<file path="src/logic/mera_pkg.sv">
package mera_pkg;

	// ------------------------------
	// bus and memory sizing
	// ------------------------------
	localparam int WORD_W  = 16;
	localparam int NB_W    = 4;
	// logical page from top of ad, word offset from the bottom
	localparam int PAGE_W  = 4;
	localparam int OFF_W   = 8;
	localparam int FRAME_W = 4;

	// map indexed by {nb, page}
	localparam int MAP_AW    = NB_W + PAGE_W;
	localparam int MAP_DEPTH = 2 ** MAP_AW;
	// physical store indexed by {frame, offset}
	localparam int ARR_AW    = FRAME_W + OFF_W;
	localparam int ARR_DEPTH = 2 ** ARR_AW;

	// sequencer timing, in clk_sys cycles
	localparam int POWER_UP_TICKS = 16;
	localparam int CLEAR_TICKS    = 4;

	// request strobe to reply strobe
	localparam int REPLY_LAT = 3;

	// ------------------------------
	// bus types
	// ------------------------------
	typedef enum logic [1:0] {
		op_none  = 2'd0,
		op_write = 2'd1,
		op_read  = 2'd2,
		op_set   = 2'd3
	} bus_op_t;

	typedef struct packed {
		bus_op_t             op;
		logic [NB_W-1:0]     nb;
		logic [WORD_W-1:0]   ad;
		logic [WORD_W-1:0]   dt;
	} bus_req_t;

	typedef struct packed {
		logic                ok;
		logic                en;
		logic [WORD_W-1:0]   dt;
	} bus_rsp_t;

	typedef struct packed {
		logic                valid;
		logic [FRAME_W-1:0]  frame;
	} map_entry_t;

endpackage
</file>
<file path="src/logic/pwr_seq.sv">
`timescale 1ns/1ps

module pwr_seq (
	input  logic clk_sys,
	input  logic rst_n,
	input  logic dcl,
	output logic pon,
	output logic clm
);

	import mera_pkg::*;

	// counter sized for the longer of the two waits
	localparam int TICK_W = $clog2(POWER_UP_TICKS);

	typedef enum logic [1:0] {
		ST_OFF   = 2'd0,
		ST_CLEAR = 2'd1,
		ST_RUN   = 2'd2
	} seq_state_t;

	seq_state_t        state;
	logic [TICK_W-1:0] tick;

	always_ff @(posedge clk_sys or negedge rst_n) begin
		if (!rst_n) begin
			state <= ST_OFF;
			tick  <= '0;
		end else begin
			case (state)
				// supply settling after reset
				ST_OFF: begin
					if (tick == TICK_W'(POWER_UP_TICKS - 1)) begin
						state <= ST_CLEAR;
						tick  <= '0;
					end else begin
						tick <= tick + 1'b1;
					end
				end
				// clm pulse, map gets wiped
				ST_CLEAR: begin
					if (tick == TICK_W'(CLEAR_TICKS - 1)) begin
						state <= ST_RUN;
						tick  <= '0;
					end else begin
						tick <= tick + 1'b1;
					end
				end
				// normal operation, dcl forces a new clear
				ST_RUN: begin
					if (dcl) begin
						state <= ST_CLEAR;
						tick  <= '0;
					end
				end
				default: begin
					state <= ST_OFF;
					tick  <= '0;
				end
			endcase
		end
	end

	// decoded straight from state, so never high together
	assign pon = (state == ST_RUN);
	assign clm = (state == ST_CLEAR);

endmodule

</file>
<file path="config.mk">
export PLATFORM = sky130hd
export DESIGN_NAME = pwr_seq
export DESIGN_NICKNAME = d
export VERILOG_FILES = /design/src/logic/mera_pkg.sv /design/src/logic/pwr_seq.sv
export SDC_FILE = /design/constraint.sdc
export NUM_CORES = 1
export LEC_CHECK = 0
export ABC_AREA = 1
export BUFFER_PORTS_ARGS = -buffer_cell sky130_fd_sc_hd__buf_2
export CAP_MARGIN = 5
export CORE_AREA = 2 2 39 41
export CTS_CLUSTER_SIZE = 30
export DETAILED_ROUTE_END_ITERATION = 7
export DIE_AREA = 0 0 41 43
export PLACE_DENSITY = 0.44
export SETUP_SLACK_MARGIN = 0.1
export SYNTH_ARGS = -nofsm -noshare
export SYNTH_HDL_FRONTEND = slang
export SYNTH_SLANG_ARGS = --single-unit
</file>
<file path="constraint.sdc">
create_clock -name clk_sys -period 1.4 [get_ports clk_sys]
set_input_delay 0.28 -clock clk_sys [delete_from_list [all_inputs] [get_ports clk_sys]]
set_output_delay 0.28 -clock clk_sys [all_outputs]
set_load 0.005 [all_outputs]
</file>
==> results.md <==
* CTS tree: done
* Fillers at 145
* Setup bufs post-CTS at 0
* CP Capture Type: output pin
* Setup violations, final at 0
* Initial drt markers at 6
* Minimum clock period at 1.23 ns
* Clock Path Buffers at 2
* Synth warn at 0
* Cells along the critical path: inv_2 -> nor2_4 -> buf_2
* Critical Path RT at 1.12 ns
* Routed length per instance at 9.16 µm
* Crit path largest cell delay at 0.39 ns
* Later-pin clock latency in the skew report at 0.25 ns
* Syn-to-layout area delta at 22.1%
* CP arrival at 0.95 ns
* Max Cap Viol at 0
* DR vias/cell at 4.21
* Post-DP HPWL at 463 µm
* R2r worst-path depth at 4
* Crit path max-delay cell type: dfrtp_1
* Internal power at 496 µW
* Pre-antenna DRT Iters at 3
* Core Region at 0.00138 mm²
* Combinational power share at 41.4%
* Drt drc at 0
* Worst setup path start: state[0]$_DFFE_PN0P_
* Worst r2r src: tick[0]$_DFFE_PN0P_
* Cell family with most CP delay: flip-flops
* #FFs+latches synth at 6
* Net count after synthesis at 48
* Buf/Inv on CP at 2
* Post-layout util at 29.5%
* Sw power at 371 µW
* Worst hold path depth at 3
* Hold slack at 0.344 ns
* Die Wd at 41 µm
* # IOs at 5
* Crit path max fanout at 4
* Yosys top cell area share at 44.9%
* Cts bufs inserted at 3
* DRT Wirelength at 623 µm
* Synth top area cells: dfrtp_1 45%, nand2_1 18%, nand3_1 4.5%
* Fin. max-slew vios at 0
* Final std cells w/o fill at 68
* Die height at 43 µm
* Root buf cell: clkbuf_4
* Register area share after synthesis at 44.9%
* Global-route wire length before repair at 1040 µm
* Synthesized cell area at 334 µm²
* Antenna diode count at 0
* Initial antenna violation count at 0
* Vias in the first global route at 243
* Post-synthesis average cell area at 7.59 µm²
* Hold EP: state[1]$_DFFE_PN0P_
* PwrDens at 2120 mW/mm²
* Inst Count DP at 64
* Count of cell types in the netlist at 13
* GRT overflow at 0
* Clock network power share at 18.6%
* HP Start: dcl
* Reg power frac at 39.9%
* Synthesized instance count at 44
* Slew headroom at 86.1%
* Port bufs at 4
* RSZ-0062 raised after global routing: no
* Worst-Margin Slew at 0.209 ns
* Clk_skew at 0.00837 ns
* Setup_tns at 0 ns
* Starting density of the core at 24.1%
* Critical Path Source Type: register
* Fmax at 811 MHz
* Detailed-route via count at 286
* R2r endpoint: tick[2]$_DFFE_PN0P_
* H-Tree Depth at 1
* Final-report hold violation count at 0
* Total GRT Usage at 9.61%
* Post-synth top area cell: dfrtp_1
* Largest net degree at the start of global routing at 8
* Antenna-violating nets left at 0
* Pleak at 0.000215 µW
* DIE AREA at 0.00176 mm²
* Share of cells above drive strength 1 at 26.9%
* Critical setup path kind: register to output pin
* # clock sinks at 6
* Final GP Congestion at 0.721
* Period utilisation layout at 88.1%
* Status: completed
* R2R setup slack at 0.24 ns
* Site Rows at 14
* Tightest Hold Check Type: input port to register
* Clk slew on worst S/H paths at 0.05 ns
* Final #Nets at 58
* Net Sw Frac at 42.8%
* Max IR drop VDD at 734 µV
-- cell usage after synthesis, drive strengths merged --
| library cell | n |
|---|---|
| nand3b | 1 |
| dfrtp | 6 |
| o21ai | 2 |
| ha | 1 |
| nand2 | 18 |
| nand3 | 3 |
| nor2 | 5 |
| nand4 | 2 |
| inv | 5 |
| a21oi | 1 |
-- cell families after synthesis --
group	count (synthesis)	synth area share, %
buffers and inverters	5	5.62
adders and majority gates	1	3.74
and+or+nand+nor	29	41.2
AOI/OAI and AO/OA	3	4.49
DFF	6	44.9
-- sequential cells by signal, indices dropped and copies added, names as in the netlist --
register,count
state,2
tick,4
-- layout make-up --
class	count	area [µm²]	area share (%)
Inverter	5	18.8	4.60
Clock buffer	3	22.5	5.52
Sequential cell	6	151	37.1
Tap cell	16	20.0	4.91
Multi-Input combinational cell	33	165	40.5
Timing Repair Buffer	5	30.0	7.36
-- worst max-delay path by stage --
stage / to / slack, ns / cells after the start
3_3_place_gp: tick[0]$_DFFE_PN0P_ / 0.28 / 6
2_1_floorplan: state[0]$_DFFE_PN0P_ / 0.37 / 5
5_1_grt: clm / 0.11 / 3
4_1_cts: pon / 0.13 / 3
6_report: clm / 0.17 / 3
3_5_place_dp: tick[2]$_DFFE_PN0P_ / 0.26 / 4
-- layer usage --
layer | vias up | wire, µm | track usage, %
met4 | 0 | 8 | 6.00
met5 | - | 0 | 0
li1 | 160 | - | -
met1 | 119 | 329 | 12.8
met3 | 2 | 31 | 6.28
met2 | 5 | 253 | 10.9
-- power by group through the flow --
stage | Sequential (µW) | Clock, µW | Combinational, µW
3_5_place_dp | 344 | 0 | 355
3_3_place_gp | 349 | 0 | 363
6_report | 346 | 162 | 359
4_1_cts | 343 | 169 | 364
2_1_floorplan | 325 | 0 | 287
5_1_grt | 358 | 181 | 425
-- tightest hold or removal path: stages --
cell and delay [ns]:
buf_2 0.07, nand3b_2 0.13, nand2_1 0.06
-- cells in the final DEF (no fill, tap or decap) --
master	netlist	final
nor2_4	1	1
dlygate4sd3_1	0	1
a21oi_1	1	1
nand2_2	2	2
nand3b_2	1	1
inv_1	3	3
nand3_1	3	3
o21ai_0	2	2
buf_2	0	4
nand2_1	16	16
clkbuf_4	0	3
inv_2	2	2
nor2_1	4	4
dfrtp_1	6	5
nand4_1	2	2
ha_1	1	1
dfrtp_2	0	1
-- repair_timing --
action,CTS,global route
hold buffers,1,0
setup endpoints to repair,0,1
endpoints found under the hold margin,6,0
gates resized for setup,0,1
-- through the flow --
step / cell area (µm²) / setup slack, ns / power [µW]
after floorplan: 334 / 0.369 / 611
after global placement: 374 / 0.283 / 713
after detailed placement: 374 / 0.262 / 699
after CTS: 407 / 0.131 / 876
after global routing: 408 / 0.110 / 964
final: 408 / 0.167 / 867
(Power assumes the default switching activity.)
