===== src/logic/mera_pkg.sv =====
package mera_pkg;

	// ------------------------------
	// bus and memory sizing
	// ------------------------------
	localparam int WORD_W  = 16;
	localparam int NB_W    = 4;
	// logical page from top of ad, word offset from the bottom
	localparam int PAGE_W  = 4;
	localparam int OFF_W   = 8;
	localparam int FRAME_W = 4;

	// map indexed by {nb, page}
	localparam int MAP_AW    = NB_W + PAGE_W;
	localparam int MAP_DEPTH = 2 ** MAP_AW;
	// physical store indexed by {frame, offset}
	localparam int ARR_AW    = FRAME_W + OFF_W;
	localparam int ARR_DEPTH = 2 ** ARR_AW;

	// sequencer timing, in clk_sys cycles
	localparam int POWER_UP_TICKS = 16;
	localparam int CLEAR_TICKS    = 4;

	// request strobe to reply strobe
	localparam int REPLY_LAT = 3;

	// ------------------------------
	// bus types
	// ------------------------------
	typedef enum logic [1:0] {
		op_none  = 2'd0,
		op_write = 2'd1,
		op_read  = 2'd2,
		op_set   = 2'd3
	} bus_op_t;

	typedef struct packed {
		bus_op_t             op;
		logic [NB_W-1:0]     nb;
		logic [WORD_W-1:0]   ad;
		logic [WORD_W-1:0]   dt;
	} bus_req_t;

	typedef struct packed {
		logic                ok;
		logic                en;
		logic [WORD_W-1:0]   dt;
	} bus_rsp_t;

	typedef struct packed {
		logic                valid;
		logic [FRAME_W-1:0]  frame;
	} map_entry_t;

endpackage

===== src/logic/seg_map.sv =====
`timescale 1ns/1ps

module seg_map (
	input  logic                        clk_sys,
	input  logic                        rst_n,
	input  logic                        clm,
	// map update from set-segment
	input  logic                        set_stb,
	input  logic [mera_pkg::NB_W-1:0]   set_nb,
	input  logic [mera_pkg::PAGE_W-1:0] set_page,
	input  mera_pkg::map_entry_t        set_entry,
	// translation lookup
	input  logic [mera_pkg::NB_W-1:0]   look_nb,
	input  logic [mera_pkg::PAGE_W-1:0] look_page,
	output mera_pkg::map_entry_t        look_entry
);

	import mera_pkg::*;

	// valid bits kept as flops so clm can drop all of them at once
	logic [MAP_DEPTH-1:0] valid_q;
	// frame numbers in plain storage
	logic [FRAME_W-1:0]   frame_mem [MAP_DEPTH];

	logic [MAP_AW-1:0] set_idx;
	logic [MAP_AW-1:0] look_idx;

	assign set_idx  = {set_nb, set_page};
	assign look_idx = {look_nb, look_page};

	// ------------------------------
	// valid bits
	// ------------------------------
	always_ff @(posedge clk_sys or negedge rst_n) begin
		if (!rst_n) begin
			valid_q <= '0;
		end else if (clm) begin
			// clear wins over any late set
			valid_q <= '0;
		end else if (set_stb) begin
			valid_q[set_idx] <= set_entry.valid;
		end
	end

	// frame store and registered lookup
	always_ff @(posedge clk_sys) begin
		if (set_stb) begin
			frame_mem[set_idx] <= set_entry.frame;
		end
		look_entry.valid <= valid_q[look_idx];
		look_entry.frame <= frame_mem[look_idx];
	end

endmodule


===== config.mk =====
export PLATFORM = sky130hd
export DESIGN_NAME = seg_map
export DESIGN_NICKNAME = d
export VERILOG_FILES = /design/src/logic/mera_pkg.sv /design/src/logic/seg_map.sv
export SDC_FILE = /design/constraint.sdc
export NUM_CORES = 2
export LEC_CHECK = 0
export BUFFER_PORTS_ARGS = -buffer_cell sky130_fd_sc_hd__buf_4
export CAP_MARGIN = 5
export CORE_ASPECT_RATIO = 0.75
export CORE_UTILIZATION = 68
export CTS_BUF_LIST = sky130_fd_sc_hd__clkbuf_16
export DETAILED_ROUTE_END_ITERATION = 7
export PLACE_DENSITY_LB_ADDON = 0.25
export SYNTH_ARGS = -nofsm -noshare
export SYNTH_HDL_FRONTEND = slang
export SYNTH_SLANG_ARGS = --single-unit

===== constraint.sdc =====
create_clock -name clk_sys -period 3.22 [get_ports clk_sys]
set_clock_uncertainty 0.15 [all_clocks]
set_input_delay 0.644 -clock clk_sys [delete_from_list [all_inputs] [get_ports clk_sys]]
set_output_delay 0.644 -clock clk_sys [all_outputs]
set_load 0.005 [all_outputs]

==> results.txt <==
* Post-synth cell types: between 40 and 50
- Derived from the worst setup path, the maximum achievable clock frequency is approximately 340 MHz.
- Area fraction of the dominant cell type after synthesis: 58.1%
- Cell at the slowest stage of the critical path: sky130_fd_sc_hd__nor3_1
- Total Power: between 30,000 and 40,000 uW
* Start-to-end type of the worst setup path: primary input to flip-flop
- The initial utilization of the core area, before any placement, comes to between 60% and 70%.
- Synthesized area per cell: 15.6 um2
* Vias: 33,300
* Global-route wire length before repair: approximately 210,000 um
* CTS buffer count: about 110
* Fraction of final layout cells with drive strength greater than 1: about a fifth
- TritonCTS clock tree: built
- After floorplanning, the core was sized to cover about 77,000 um2.
- From synthesis to final layout, the design area changed by 12.0%.
- In this run the vertical extent of the chip is between 200 and 250 um.
- In this run, the number of DRC markers left after iteration 0 of detailed routing was between 5,000 and 6,000.
* GRT Resource Usage Total: 36.7%
- Setup repair after global routing left no endpoint under its margin.
- Static leakage: 0.0199 uW
- Total of cells resized after clock tree synthesis: 0
- Post-cts hold buffer count: 1
- DIE WIDTH: 324 um
* Residual antenna-violating net count after detailed routing: 0
* Flip-flop and latch area: around 37,000 um2
- Gate count after technology mapping: ~3,400
- The number of hold violations in the final report was 0.
* Path category of the worst min-delay check: primary input to async pin
- Slew Limit Headroom: between 20% and 30%
- Net total in the final layout: roughly 3,500
- Worst vdd ir: around 0.69 mV
- Counting flops with a built-in enable in the synthesized netlist gives about 1,000.
- Summing the sequential cell areas from Yosys gives 70.3% of the chip area.
- In the global route stage, met2 resource usage came out at between 50% and 60%.
* Commonest cells in the netlist: sky130_fd_sc_hd__edfxtp_1, sky130_fd_sc_hd__nand2_1, sky130_fd_sc_hd__nor2_1, sky130_fd_sc_hd__mux4_2, sky130_fd_sc_hd__o21ai_0
- Startpoint types: primary input
* DP Worst Slack: -0.357 ns
* Largest family of logic cells by synthesized area: multiplexers
- Worst-path maximum fanout: between 40 and 50
- The worst path meets setup with 0.291 ns of slack.
- Net switching is 21.8% of the power.
* Run status: completed
- After Yosys synthesis, full adders, half adders and majority gates account for 0% of the synthesized area.
- For this run the aggregate overflow at the end of global routing stands at 0.
- Number of primary I/O pins: 30
* Max-slew violations: 0
- The synthesized netlist devotes about 7.7% of its cell area to compound gates.
* Total internal power: between 20,000 and 30,000 uW
- Number of vias per cell: between 7 and 8
- The longest clock path from root to sink contains 3 buffers.
- The portion of synthesized area spent on multiplexers is roughly 14%.
- Summed over all instances, the cell type with the most area after synthesis is sky130_fd_sc_hd__edfxtp_1.
* Final setup violation count: 0
* Total area of multi-input combinational cells: ~15,000 um2
* Count of fill cells added during filler insertion: between 4,000 and 5,000
- Summing the areas of all xor and xnor instances in the mapped netlist gives 0% of the synthesized area.
- Adding up every negative setup slack in the final design gives 0 ns.
* Final Cycle Share: 91.0%
- Max_cap viols: 0
- Input and output buffers added on the ports amount to 29.
- Among all cell types in the netlist, the one instantiated most often is sky130_fd_sc_hd__edfxtp_1.
- Sequential Power Share: between 50% and 60%
* Post-synthesis register bit count: ~1,300
- Detailed placement ended at an HPWL of approximately 86,000 um.
- Total die area: between 70,000 and 80,000 um2
* Via count of the first global-routing pass: about 33,000
- At the end of routability-driven placement, the weighted congestion stood at 0.917.
- After detailed placement, the total cell area comes to ~55,000 um2.
- The share of total power dissipated in the clock network is 41.7%.
* Cell Pwr Density: 577 nW/um2
- Data required time of the critical path: about 3.6 ns
- The routed design has about 140,000 um of wire.
* Clock Sinks: 1,285
* Met1 layer usage reported by global route: 52.9%
- The global routing stage identified its most utilized layer as met2.
* Post CTS Setup Buffer Count: 0
* Fraction of synthesis flops using an asynchronous set or reset pin: ~20%
* Critical path cell sequence: buf_8 > buf_12 > buf_4 > mux2i_1 > o221ai_1 > o221ai_1 > o41ai_1 > buf_4 > nor3_1 > o2111ai_1
* Worst Tran Pin Value: 1.12 ns
* Maximum number of pins on one net before global-route repair: between 90 and 100
- The most used flip-flop cell after synthesis is sky130_fd_sc_hd__edfxtp_1.
* Switching power: between 7000 and 8000 uW
- Final instance area: just under 60,000 um2
- Post-Synth Simple-Gate Area: 5.64%
- In the final routed layout, each cell accounts on average for 30.6 um.
* H-tree levels: 3
- Cell chosen for the clock root: sky130_fd_sc_hd__clkbuf_16
- After clock tree synthesis, the clock-pin slew on the worst setup and hold paths is around 0.060 ns.
- For this run, global-route usage on met3 was measured as 10.3%.
- Hold Slack: 0.291 ns
* Maximum cell stage delay along the critical path: 0.66 ns
- Type of destination of the critical path: flip-flop
- WP data arrival: approximately 3.3 ns
* Insertion delay of the later-clocked pin in the worst-skew pair: between 0.7 and 0.8 ns
- Final worst path period need: ~3 ns
- When the netlist entered floorplanning its net count stood at approximately 3,400.
* DR pass1 iterations: 8
- After synthesis the cells add up to between 50,000 and 60,000 um2.
- Number of placement rows: approximately 90
- Cells taking the most area after synthesis: sky130_fd_sc_hd__edfxtp_1, sky130_fd_sc_hd__dfrtp_1, sky130_fd_sc_hd__mux4_2
- Residual DRC: 0
* Number of antenna violations at the first check in global routing: 9
- Gate power share: under 10%
- Yosys printed 0 warnings.
==> critical path, delay by kind of cell <==
family,cells,cell delay [ns]
buffers and inverters,4,0.98
AOI/OAI and AO/OA,4,0.74
muxes,1,0.27
and+or+nand+nor,1,0.66
==> kinds of logic after synthesis <==
family	count (synthesis)
AOI/OAI and AO/OA	715
and+or+nand+nor	733
muxes	395
buffers and inverters	263
DFF	1285
==> final timing paths <==
| check | start | to | slack (ns) | cells after the start |
|---|---|---|---|---|
| worst max-delay path | look_page[0] | look_entry[1] | 0.29 | 10 |
| min in group clk_sys | set_entry[0] | frame_mem[91][0] | 0.30 | 1 |
| worst min-delay path | rst_n | valid_q[153] | 0.29 | 2 |
| worst min register to register | valid_q[74] | valid_q[74] | 0.39 | 2 |
| worst max register to register | frame_mem[163][1] | look_entry[1] | 0.32 | 7 |
| max in group asynchronous | rst_n | valid_q[7] | 1.86 | 3 |
==> metrics by stage <==
stage                     cells  utilization, %
after floorplan            3391               -
after global placement     4381            71.9
after detailed placement   4381            71.9
after CTS                  4600            77.1
after global routing       4600            77.1
final                      4604            77.1
==> metal layers <==
layer  part of all wire [%]  up-vias  wire length (um)
li1                       -    13300                 -
met5                  0.051        -                72
met2                     46     2790             64700
met3                     14      470             20100
met4                    4.3       12              6130
met1                     35    16700             50000
==> sequential cells by signal, summed over array words and instances, names as in the netlist <==
register / count
valid_q: 256
frame_mem: 1024
look_entry: 5
==> cells in the final DEF (no fill, tap or decap), types with 101 or more instances in the layout <==
cell                        count
sky130_fd_sc_hd__mux4_2       280
sky130_fd_sc_hd__buf_4        157
sky130_fd_sc_hd__o21ai_0      277
sky130_fd_sc_hd__nor2_1       296
sky130_fd_sc_hd__dfrtp_1      256
sky130_fd_sc_hd__clkbuf_16    115
sky130_fd_sc_hd__edfxtp_1    1024
sky130_fd_sc_hd__mux2i_1      101
sky130_fd_sc_hd__nand2_1      321
sky130_fd_sc_hd__a21oi_1      275
==> power groups by stage <==
stage,combinational [uW],clock [uW],sequential [uW]
detailed placement,1880,0,18400
floorplan,958,0,18300
CTS,1900,14300,18000
finish,1950,14300,18000
global route,2030,14900,18000
global placement,1830,0,18300
==> area by class of cell <==
type                       instances  share of cell area [%]
inverter                           4                  0.0253
multi-input combinational       1843                    24.5
antenna                            4                  0.0169
clock buffer                     115                    4.85
sequential                      1285                    62.8
timing repair buffer             215                    3.82
clock inverter                   103                    1.75
tap                             1035                    2.18
No activity file was read; power rests on OpenSTA's default activity.
