==> src/logic/mera_pkg.sv <==
package mera_pkg;

	// ------------------------------
	// bus and memory sizing
	// ------------------------------
	localparam int WORD_W  = 16;
	localparam int NB_W    = 4;
	// logical page from top of ad, word offset from the bottom
	localparam int PAGE_W  = 4;
	localparam int OFF_W   = 8;
	localparam int FRAME_W = 4;

	// map indexed by {nb, page}
	localparam int MAP_AW    = NB_W + PAGE_W;
	localparam int MAP_DEPTH = 2 ** MAP_AW;
	// physical store indexed by {frame, offset}
	localparam int ARR_AW    = FRAME_W + OFF_W;
	localparam int ARR_DEPTH = 2 ** ARR_AW;

	// sequencer timing, in clk_sys cycles
	localparam int POWER_UP_TICKS = 16;
	localparam int CLEAR_TICKS    = 4;

	// request strobe to reply strobe
	localparam int REPLY_LAT = 3;

	// ------------------------------
	// bus types
	// ------------------------------
	typedef enum logic [1:0] {
		op_none  = 2'd0,
		op_write = 2'd1,
		op_read  = 2'd2,
		op_set   = 2'd3
	} bus_op_t;

	typedef struct packed {
		bus_op_t             op;
		logic [NB_W-1:0]     nb;
		logic [WORD_W-1:0]   ad;
		logic [WORD_W-1:0]   dt;
	} bus_req_t;

	typedef struct packed {
		logic                ok;
		logic                en;
		logic [WORD_W-1:0]   dt;
	} bus_rsp_t;

	typedef struct packed {
		logic                valid;
		logic [FRAME_W-1:0]  frame;
	} map_entry_t;

endpackage
==> src/logic/mem_ctrl.sv <==
`timescale 1ns/1ps

module mem_ctrl (
	input  logic                        clk_sys,
	input  logic                        rst_n,
	input  logic                        pon,
	// system bus side
	input  mera_pkg::bus_req_t          req,
	input  logic                        req_stb,
	output mera_pkg::bus_rsp_t          rsp,
	output logic                        rsp_stb,
	// page map, set port
	output logic                        set_stb,
	output logic [mera_pkg::NB_W-1:0]   set_nb,
	output logic [mera_pkg::PAGE_W-1:0] set_page,
	output mera_pkg::map_entry_t        set_entry,
	// page map, lookup port
	output logic [mera_pkg::NB_W-1:0]   look_nb,
	output logic [mera_pkg::PAGE_W-1:0] look_page,
	input  mera_pkg::map_entry_t        look_entry,
	// word store
	output logic [mera_pkg::ARR_AW-1:0] arr_addr,
	output logic                        arr_we,
	output logic [mera_pkg::WORD_W-1:0] arr_wdata,
	input  logic [mera_pkg::WORD_W-1:0] arr_rdata
);

	import mera_pkg::*;

	// one stage valid per cycle of latency, last bit is the reply
	logic [REPLY_LAT-1:0] stb_pipe;
	bus_req_t             s1_req;
	bus_req_t             s2_req;
	logic                 s2_mem;
	logic                 s3_ok;
	logic                 s3_en;
	logic                 s3_rd;

	// requests only taken with power on, no reply for dropped ones
	always_ff @(posedge clk_sys or negedge rst_n) begin
		if (!rst_n) begin
			stb_pipe <= '0;
		end else begin
			stb_pipe <= {stb_pipe[REPLY_LAT-2:0], req_stb & pon};
		end
	end

	// request payload follows the strobe down the pipe
	always_ff @(posedge clk_sys) begin
		s1_req <= req;
		s2_req <= s1_req;
	end

	// ------------------------------
	// stage 1: map lookup and set
	// ------------------------------
	assign look_nb   = s1_req.nb;
	assign look_page = s1_req.ad[WORD_W-1 -: PAGE_W];

	// set lands at end of this cycle, next lookup sees it
	assign set_stb         = stb_pipe[0] && (s1_req.op == op_set);
	assign set_nb          = s1_req.nb;
	assign set_page        = s1_req.ad[WORD_W-1 -: PAGE_W];
	assign set_entry.valid = s1_req.dt[WORD_W-1];
	assign set_entry.frame = s1_req.dt[FRAME_W-1:0];

	// ------------------------------
	// stage 2: valid check, access
	// ------------------------------
	assign s2_mem = (s2_req.op == op_read) || (s2_req.op == op_write);

	// physical word = frame from map + offset from ad
	assign arr_addr  = {look_entry.frame, s2_req.ad[OFF_W-1:0]};
	// unmapped page, write is dropped
	assign arr_we    = stb_pipe[1] && (s2_req.op == op_write) && look_entry.valid;
	assign arr_wdata = s2_req.dt;

	always_ff @(posedge clk_sys or negedge rst_n) begin
		if (!rst_n) begin
			s3_ok <= 1'b0;
			s3_en <= 1'b0;
			s3_rd <= 1'b0;
		end else begin
			// en only for memory ops on an invalid page
			s3_en <= stb_pipe[1] && s2_mem && !look_entry.valid;
			s3_ok <= stb_pipe[1] && !(s2_mem && !look_entry.valid);
			s3_rd <= stb_pipe[1] && (s2_req.op == op_read) && look_entry.valid;
		end
	end

	// ------------------------------
	// stage 3: reply
	// ------------------------------
	assign rsp_stb = stb_pipe[REPLY_LAT-1];
	assign rsp.ok  = s3_ok;
	assign rsp.en  = s3_en;
	// read data arrives from the array this cycle, zero otherwise
	assign rsp.dt  = s3_rd ? arr_rdata : '0;

endmodule

==> config.mk <==
export PLATFORM = sky130hd
export DESIGN_NAME = mem_ctrl
export DESIGN_NICKNAME = d
export VERILOG_FILES = /design/src/logic/mera_pkg.sv /design/src/logic/mem_ctrl.sv
export SDC_FILE = /design/constraint.sdc
export NUM_CORES = 1
export LEC_CHECK = 0
export ABC_AREA = 1
export BUFFER_PORTS_ARGS = -buffer_cell sky130_fd_sc_hd__buf_2
export CORE_ASPECT_RATIO = 1.2
export CORE_MARGIN = 1.5
export CORE_UTILIZATION = 44
export DETAILED_ROUTE_END_ITERATION = 6
export PLACE_DENSITY = 0.84
export SLEW_MARGIN = 20
export SYNTH_ARGS = -nofsm -noshare
export SYNTH_HDL_FRONTEND = slang
export SYNTH_SLANG_ARGS = --single-unit
==> constraint.sdc <==
create_clock -name clk_sys -period 1.7 [get_ports clk_sys]
set_input_delay 0.17 -clock clk_sys [delete_from_list [all_inputs] [get_ports clk_sys]]
set_output_delay 0.17 -clock clk_sys [all_outputs]
set_load 0.1 [all_outputs]
==> impl_metrics.env <==
export IMPL_track_usage_pct=16.01
export IMPL_crit_start="s3_rd"
export IMPL_place_congestion=0.6812
export IMPL_final_cells=346
export IMPL_grt_pass1_vias=1393
export IMPL_reg2regPathDepth=5
export IMPL_synth_seq_area_share_pct=67.88
export IMPL_grt_pass1_wl_mm=5.768
export IMPL_netlist_area_um2=1991
export IMPL_cp_arrival_ps=1400
export IMPL_drt_pass1_iterations=6
export IMPL_cts_resized=0
export IMPL_setup_tns_ps=0
export IMPL_ir_drop_mv=0.9675
export IMPL_die_area_um2=4938
export IMPL_place_area_um2=2380
export IMPL_clockBufferDepth=2
export IMPL_crit_fanout=16
export IMPL_antenna_found_initial=0
export IMPL_cts_root_buf="clkbuf_8"
export IMPL_post_cts_setup_buffers=0
export IMPL_synthArstFlopShare_pct=9.091
export IMPL_cts_buffers=9
export IMPL_syn_inst=171
export IMPL_die_y_um=76.68
export IMPL_numPortBuffers=120
export IMPL_regToRegEndpoint="s3_en"
export IMPL_rows=26
export IMPL_antenna_diode_count=0
export IMPL_skew_ps=7.306
export IMPL_route_vias_total=1341
export IMPL_reg2reg_from="s2_req[36]"
export IMPL_hold_violations=0
export IMPL_finalCoreUtilization_pct=68.82
export IMPL_setup_violations=0
export IMPL_routedWlPerCell_um=11.08
export IMPL_synth_edf_count=0
export IMPL_final_area_um2=2955
export IMPL_core_area_um2=4294
export IMPL_syn_area_per_cell_um2=11.64
export IMPL_fmax_mhz=636.5
export IMPL_grt_remaining_overflow=0
export IMPL_max_slew_worst_pin_slew_ps=496.6
export IMPL_dpl_cell_count=295
export IMPL_yosysWarnings=0
export IMPL_area_growth_pct=48.46
export IMPL_fin_nets=350
export IMPL_synthTopCellsByCount="dfxtp_1, buf_4, inv_1"
export IMPL_die_w_um=64.40
export IMPL_vias_per_cell=3.876
export IMPL_p_leak_uw=0.001617
export IMPL_crit_type="flop to primary output"
export IMPL_synthesis_nets=236
export IMPL_drv_cap=0
export IMPL_grt_max_degree=17
export IMPL_drc_errors=0
export IMPL_cts_tree="done"
export IMPL_htree_levels=3
export IMPL_r2r_slack_ps=790
export IMPL_rsz0062_at_grt="no"
export IMPL_clk_latency_ps=320
export IMPL_relSlewSlack_pct=67.12
export IMPL_hp_class="primary input to flop"
export IMPL_synth_cell_types=10
export IMPL_synth_area_leaders="dfxtp_1, buf_4, dfrtp_1"
export IMPL_yosysMostFrequentCell="dfxtp_1"
export IMPL_timing_hold_ws_ps=29.04
export IMPL_netlist_area_leader_share_pct=60.34
export IMPL_worstSetupStartpointType="flop"
export IMPL_period_minus_slack_ps=1571
export IMPL_pin_count=133
export IMPL_power_density_nw_per_um2=1278
export IMPL_ys_seq_elements=66
export IMPL_required_ps=1530
export IMPL_synthFlopType="dfxtp_1"
export IMPL_clock_sinks=66
export IMPL_status="completed"
export IMPL_maxSlewViolCount=0
export IMPL_finalCritPeriodShare_pct=92.41
export IMPL_drtIter0Drc=15
export IMPL_postRouteAntennaNets=0
export IMPL_clkTransAtPathRegs_ps=60
export IMPL_drive_above_1_share_pct=49.31
export IMPL_synth_top_cell_by_area="dfxtp_1"
export IMPL_place_hpwl_mm=2.537
export IMPL_start_util_pct=46.36
export IMPL_totalWireLength_mm=3.832
export IMPL_cp_end_kind="primary output"
export IMPL_timing_critical_path_to="rsp[14]"
power by group:
part	leakage, uW	switching [uW]	total [uW]	internal (uW)
Sequential	0.000586	22.9	1650	1630
Combinational	0.000917	545	695	150
Clock	0.000114	555	1430	875
Total	0.00162	1120	3780	2650
stage by stage:
stage / setup WS, ps / power, uW
floorplan: 235.5 / 2309
global placement: 489.0 / 2309
detailed placement: 466.1 / 2318
CTS: 104.6 / 3808
global route: 60.35 / 3914
finish: 129.0 / 3778
cells in the final DEF (no fill, tap or decap):
| cell type | count |
|---|---|
| buf_2 | 112 |
| dfxtp_1 | 60 |
| dlygate4sd3_1 | 35 |
| inv_1 | 24 |
| nand2_1 | 15 |
| clkbuf_8 | 10 |
| buf_12 | 8 |
| dfrtp_1 | 6 |
| nand2_2 | 5 |
| nor2_1 | 4 |
| nor2_2 | 2 |
| ha_1 | 2 |
| bufinv_16 | 2 |
| clkbuf_1 | 1 |
| clkinv_4 | 1 |
| inv_4 | 1 |
| inv_6 | 1 |
| buf_4 | 1 |
cell families (layout without fill, tap and decap cells):
group	count (synthesis)	count (layout)	share of synthesized area, %
adders and majority gates	2	2	1.257
buffers and inverters	77	196	25.33
and+or+nand+nor	26	26	5.531
DFF	66	66	67.88
critical path, stage by stage (launching register included):
cell	delay, ps
dfrtp_1	320
buf_4	210
nand2_2	70
inv_1	60
buf_2	420
how the worst min path moves through the flow:
| stage | cells past startpoint | startpoint | endpoint | slack [ps] |
|---|---|---|---|---|
| after floorplan | 0 | rst_n | s3_en | -130 |
| after global placement | 1 | rst_n | s3_rd | -3 |
| after detailed placement | 1 | rst_n | s3_rd | -2 |
| after CTS | 2 | look_entry[4] | s3_en | 8 |
| after global routing | 2 | look_entry[4] | s3_en | 30 |
| final | 2 | look_entry[4] | s3_en | 30 |
sequential cells by signal, indices dropped and copies added (netlist names):
register / count
look_nb: 4
s3_rd: 1
look_page: 4
s2_req: 2
stb_pipe: 3
s3_ok: 1
arr_wdata: 16
arr_addr: 8
s1_req: 21
s3_en: 1
set_entry: 5
metal layers:
layer  global-route usage, %  part of all wire (%)  vias up
li1                        -                     -      674
met1                   11.84                    31      573
met2                   31.25                    56       86
met3                   8.944                    11        8
met4                   7.447                   1.7        0
met5                       0                     0        -
layout make-up:
class | instances | area [um^2]
clock buffer | 11 | 141.4
fill | 322 | 1339
clock inverter | 5 | 83.83
timing repair buffer | 156 | 1079
multi-input combinational | 28 | 140.1
tap | 56 | 70.07
inverter | 24 | 90.09
sequential | 66 | 1351
what timing repair did:
action | in CTS | in global routing
hold endpoints to repair | 40 | 0
hold buffers | 35 | 0
setup endpoints to repair | 0 | 0
Note: power is estimated with default switching activity, not from simulation.
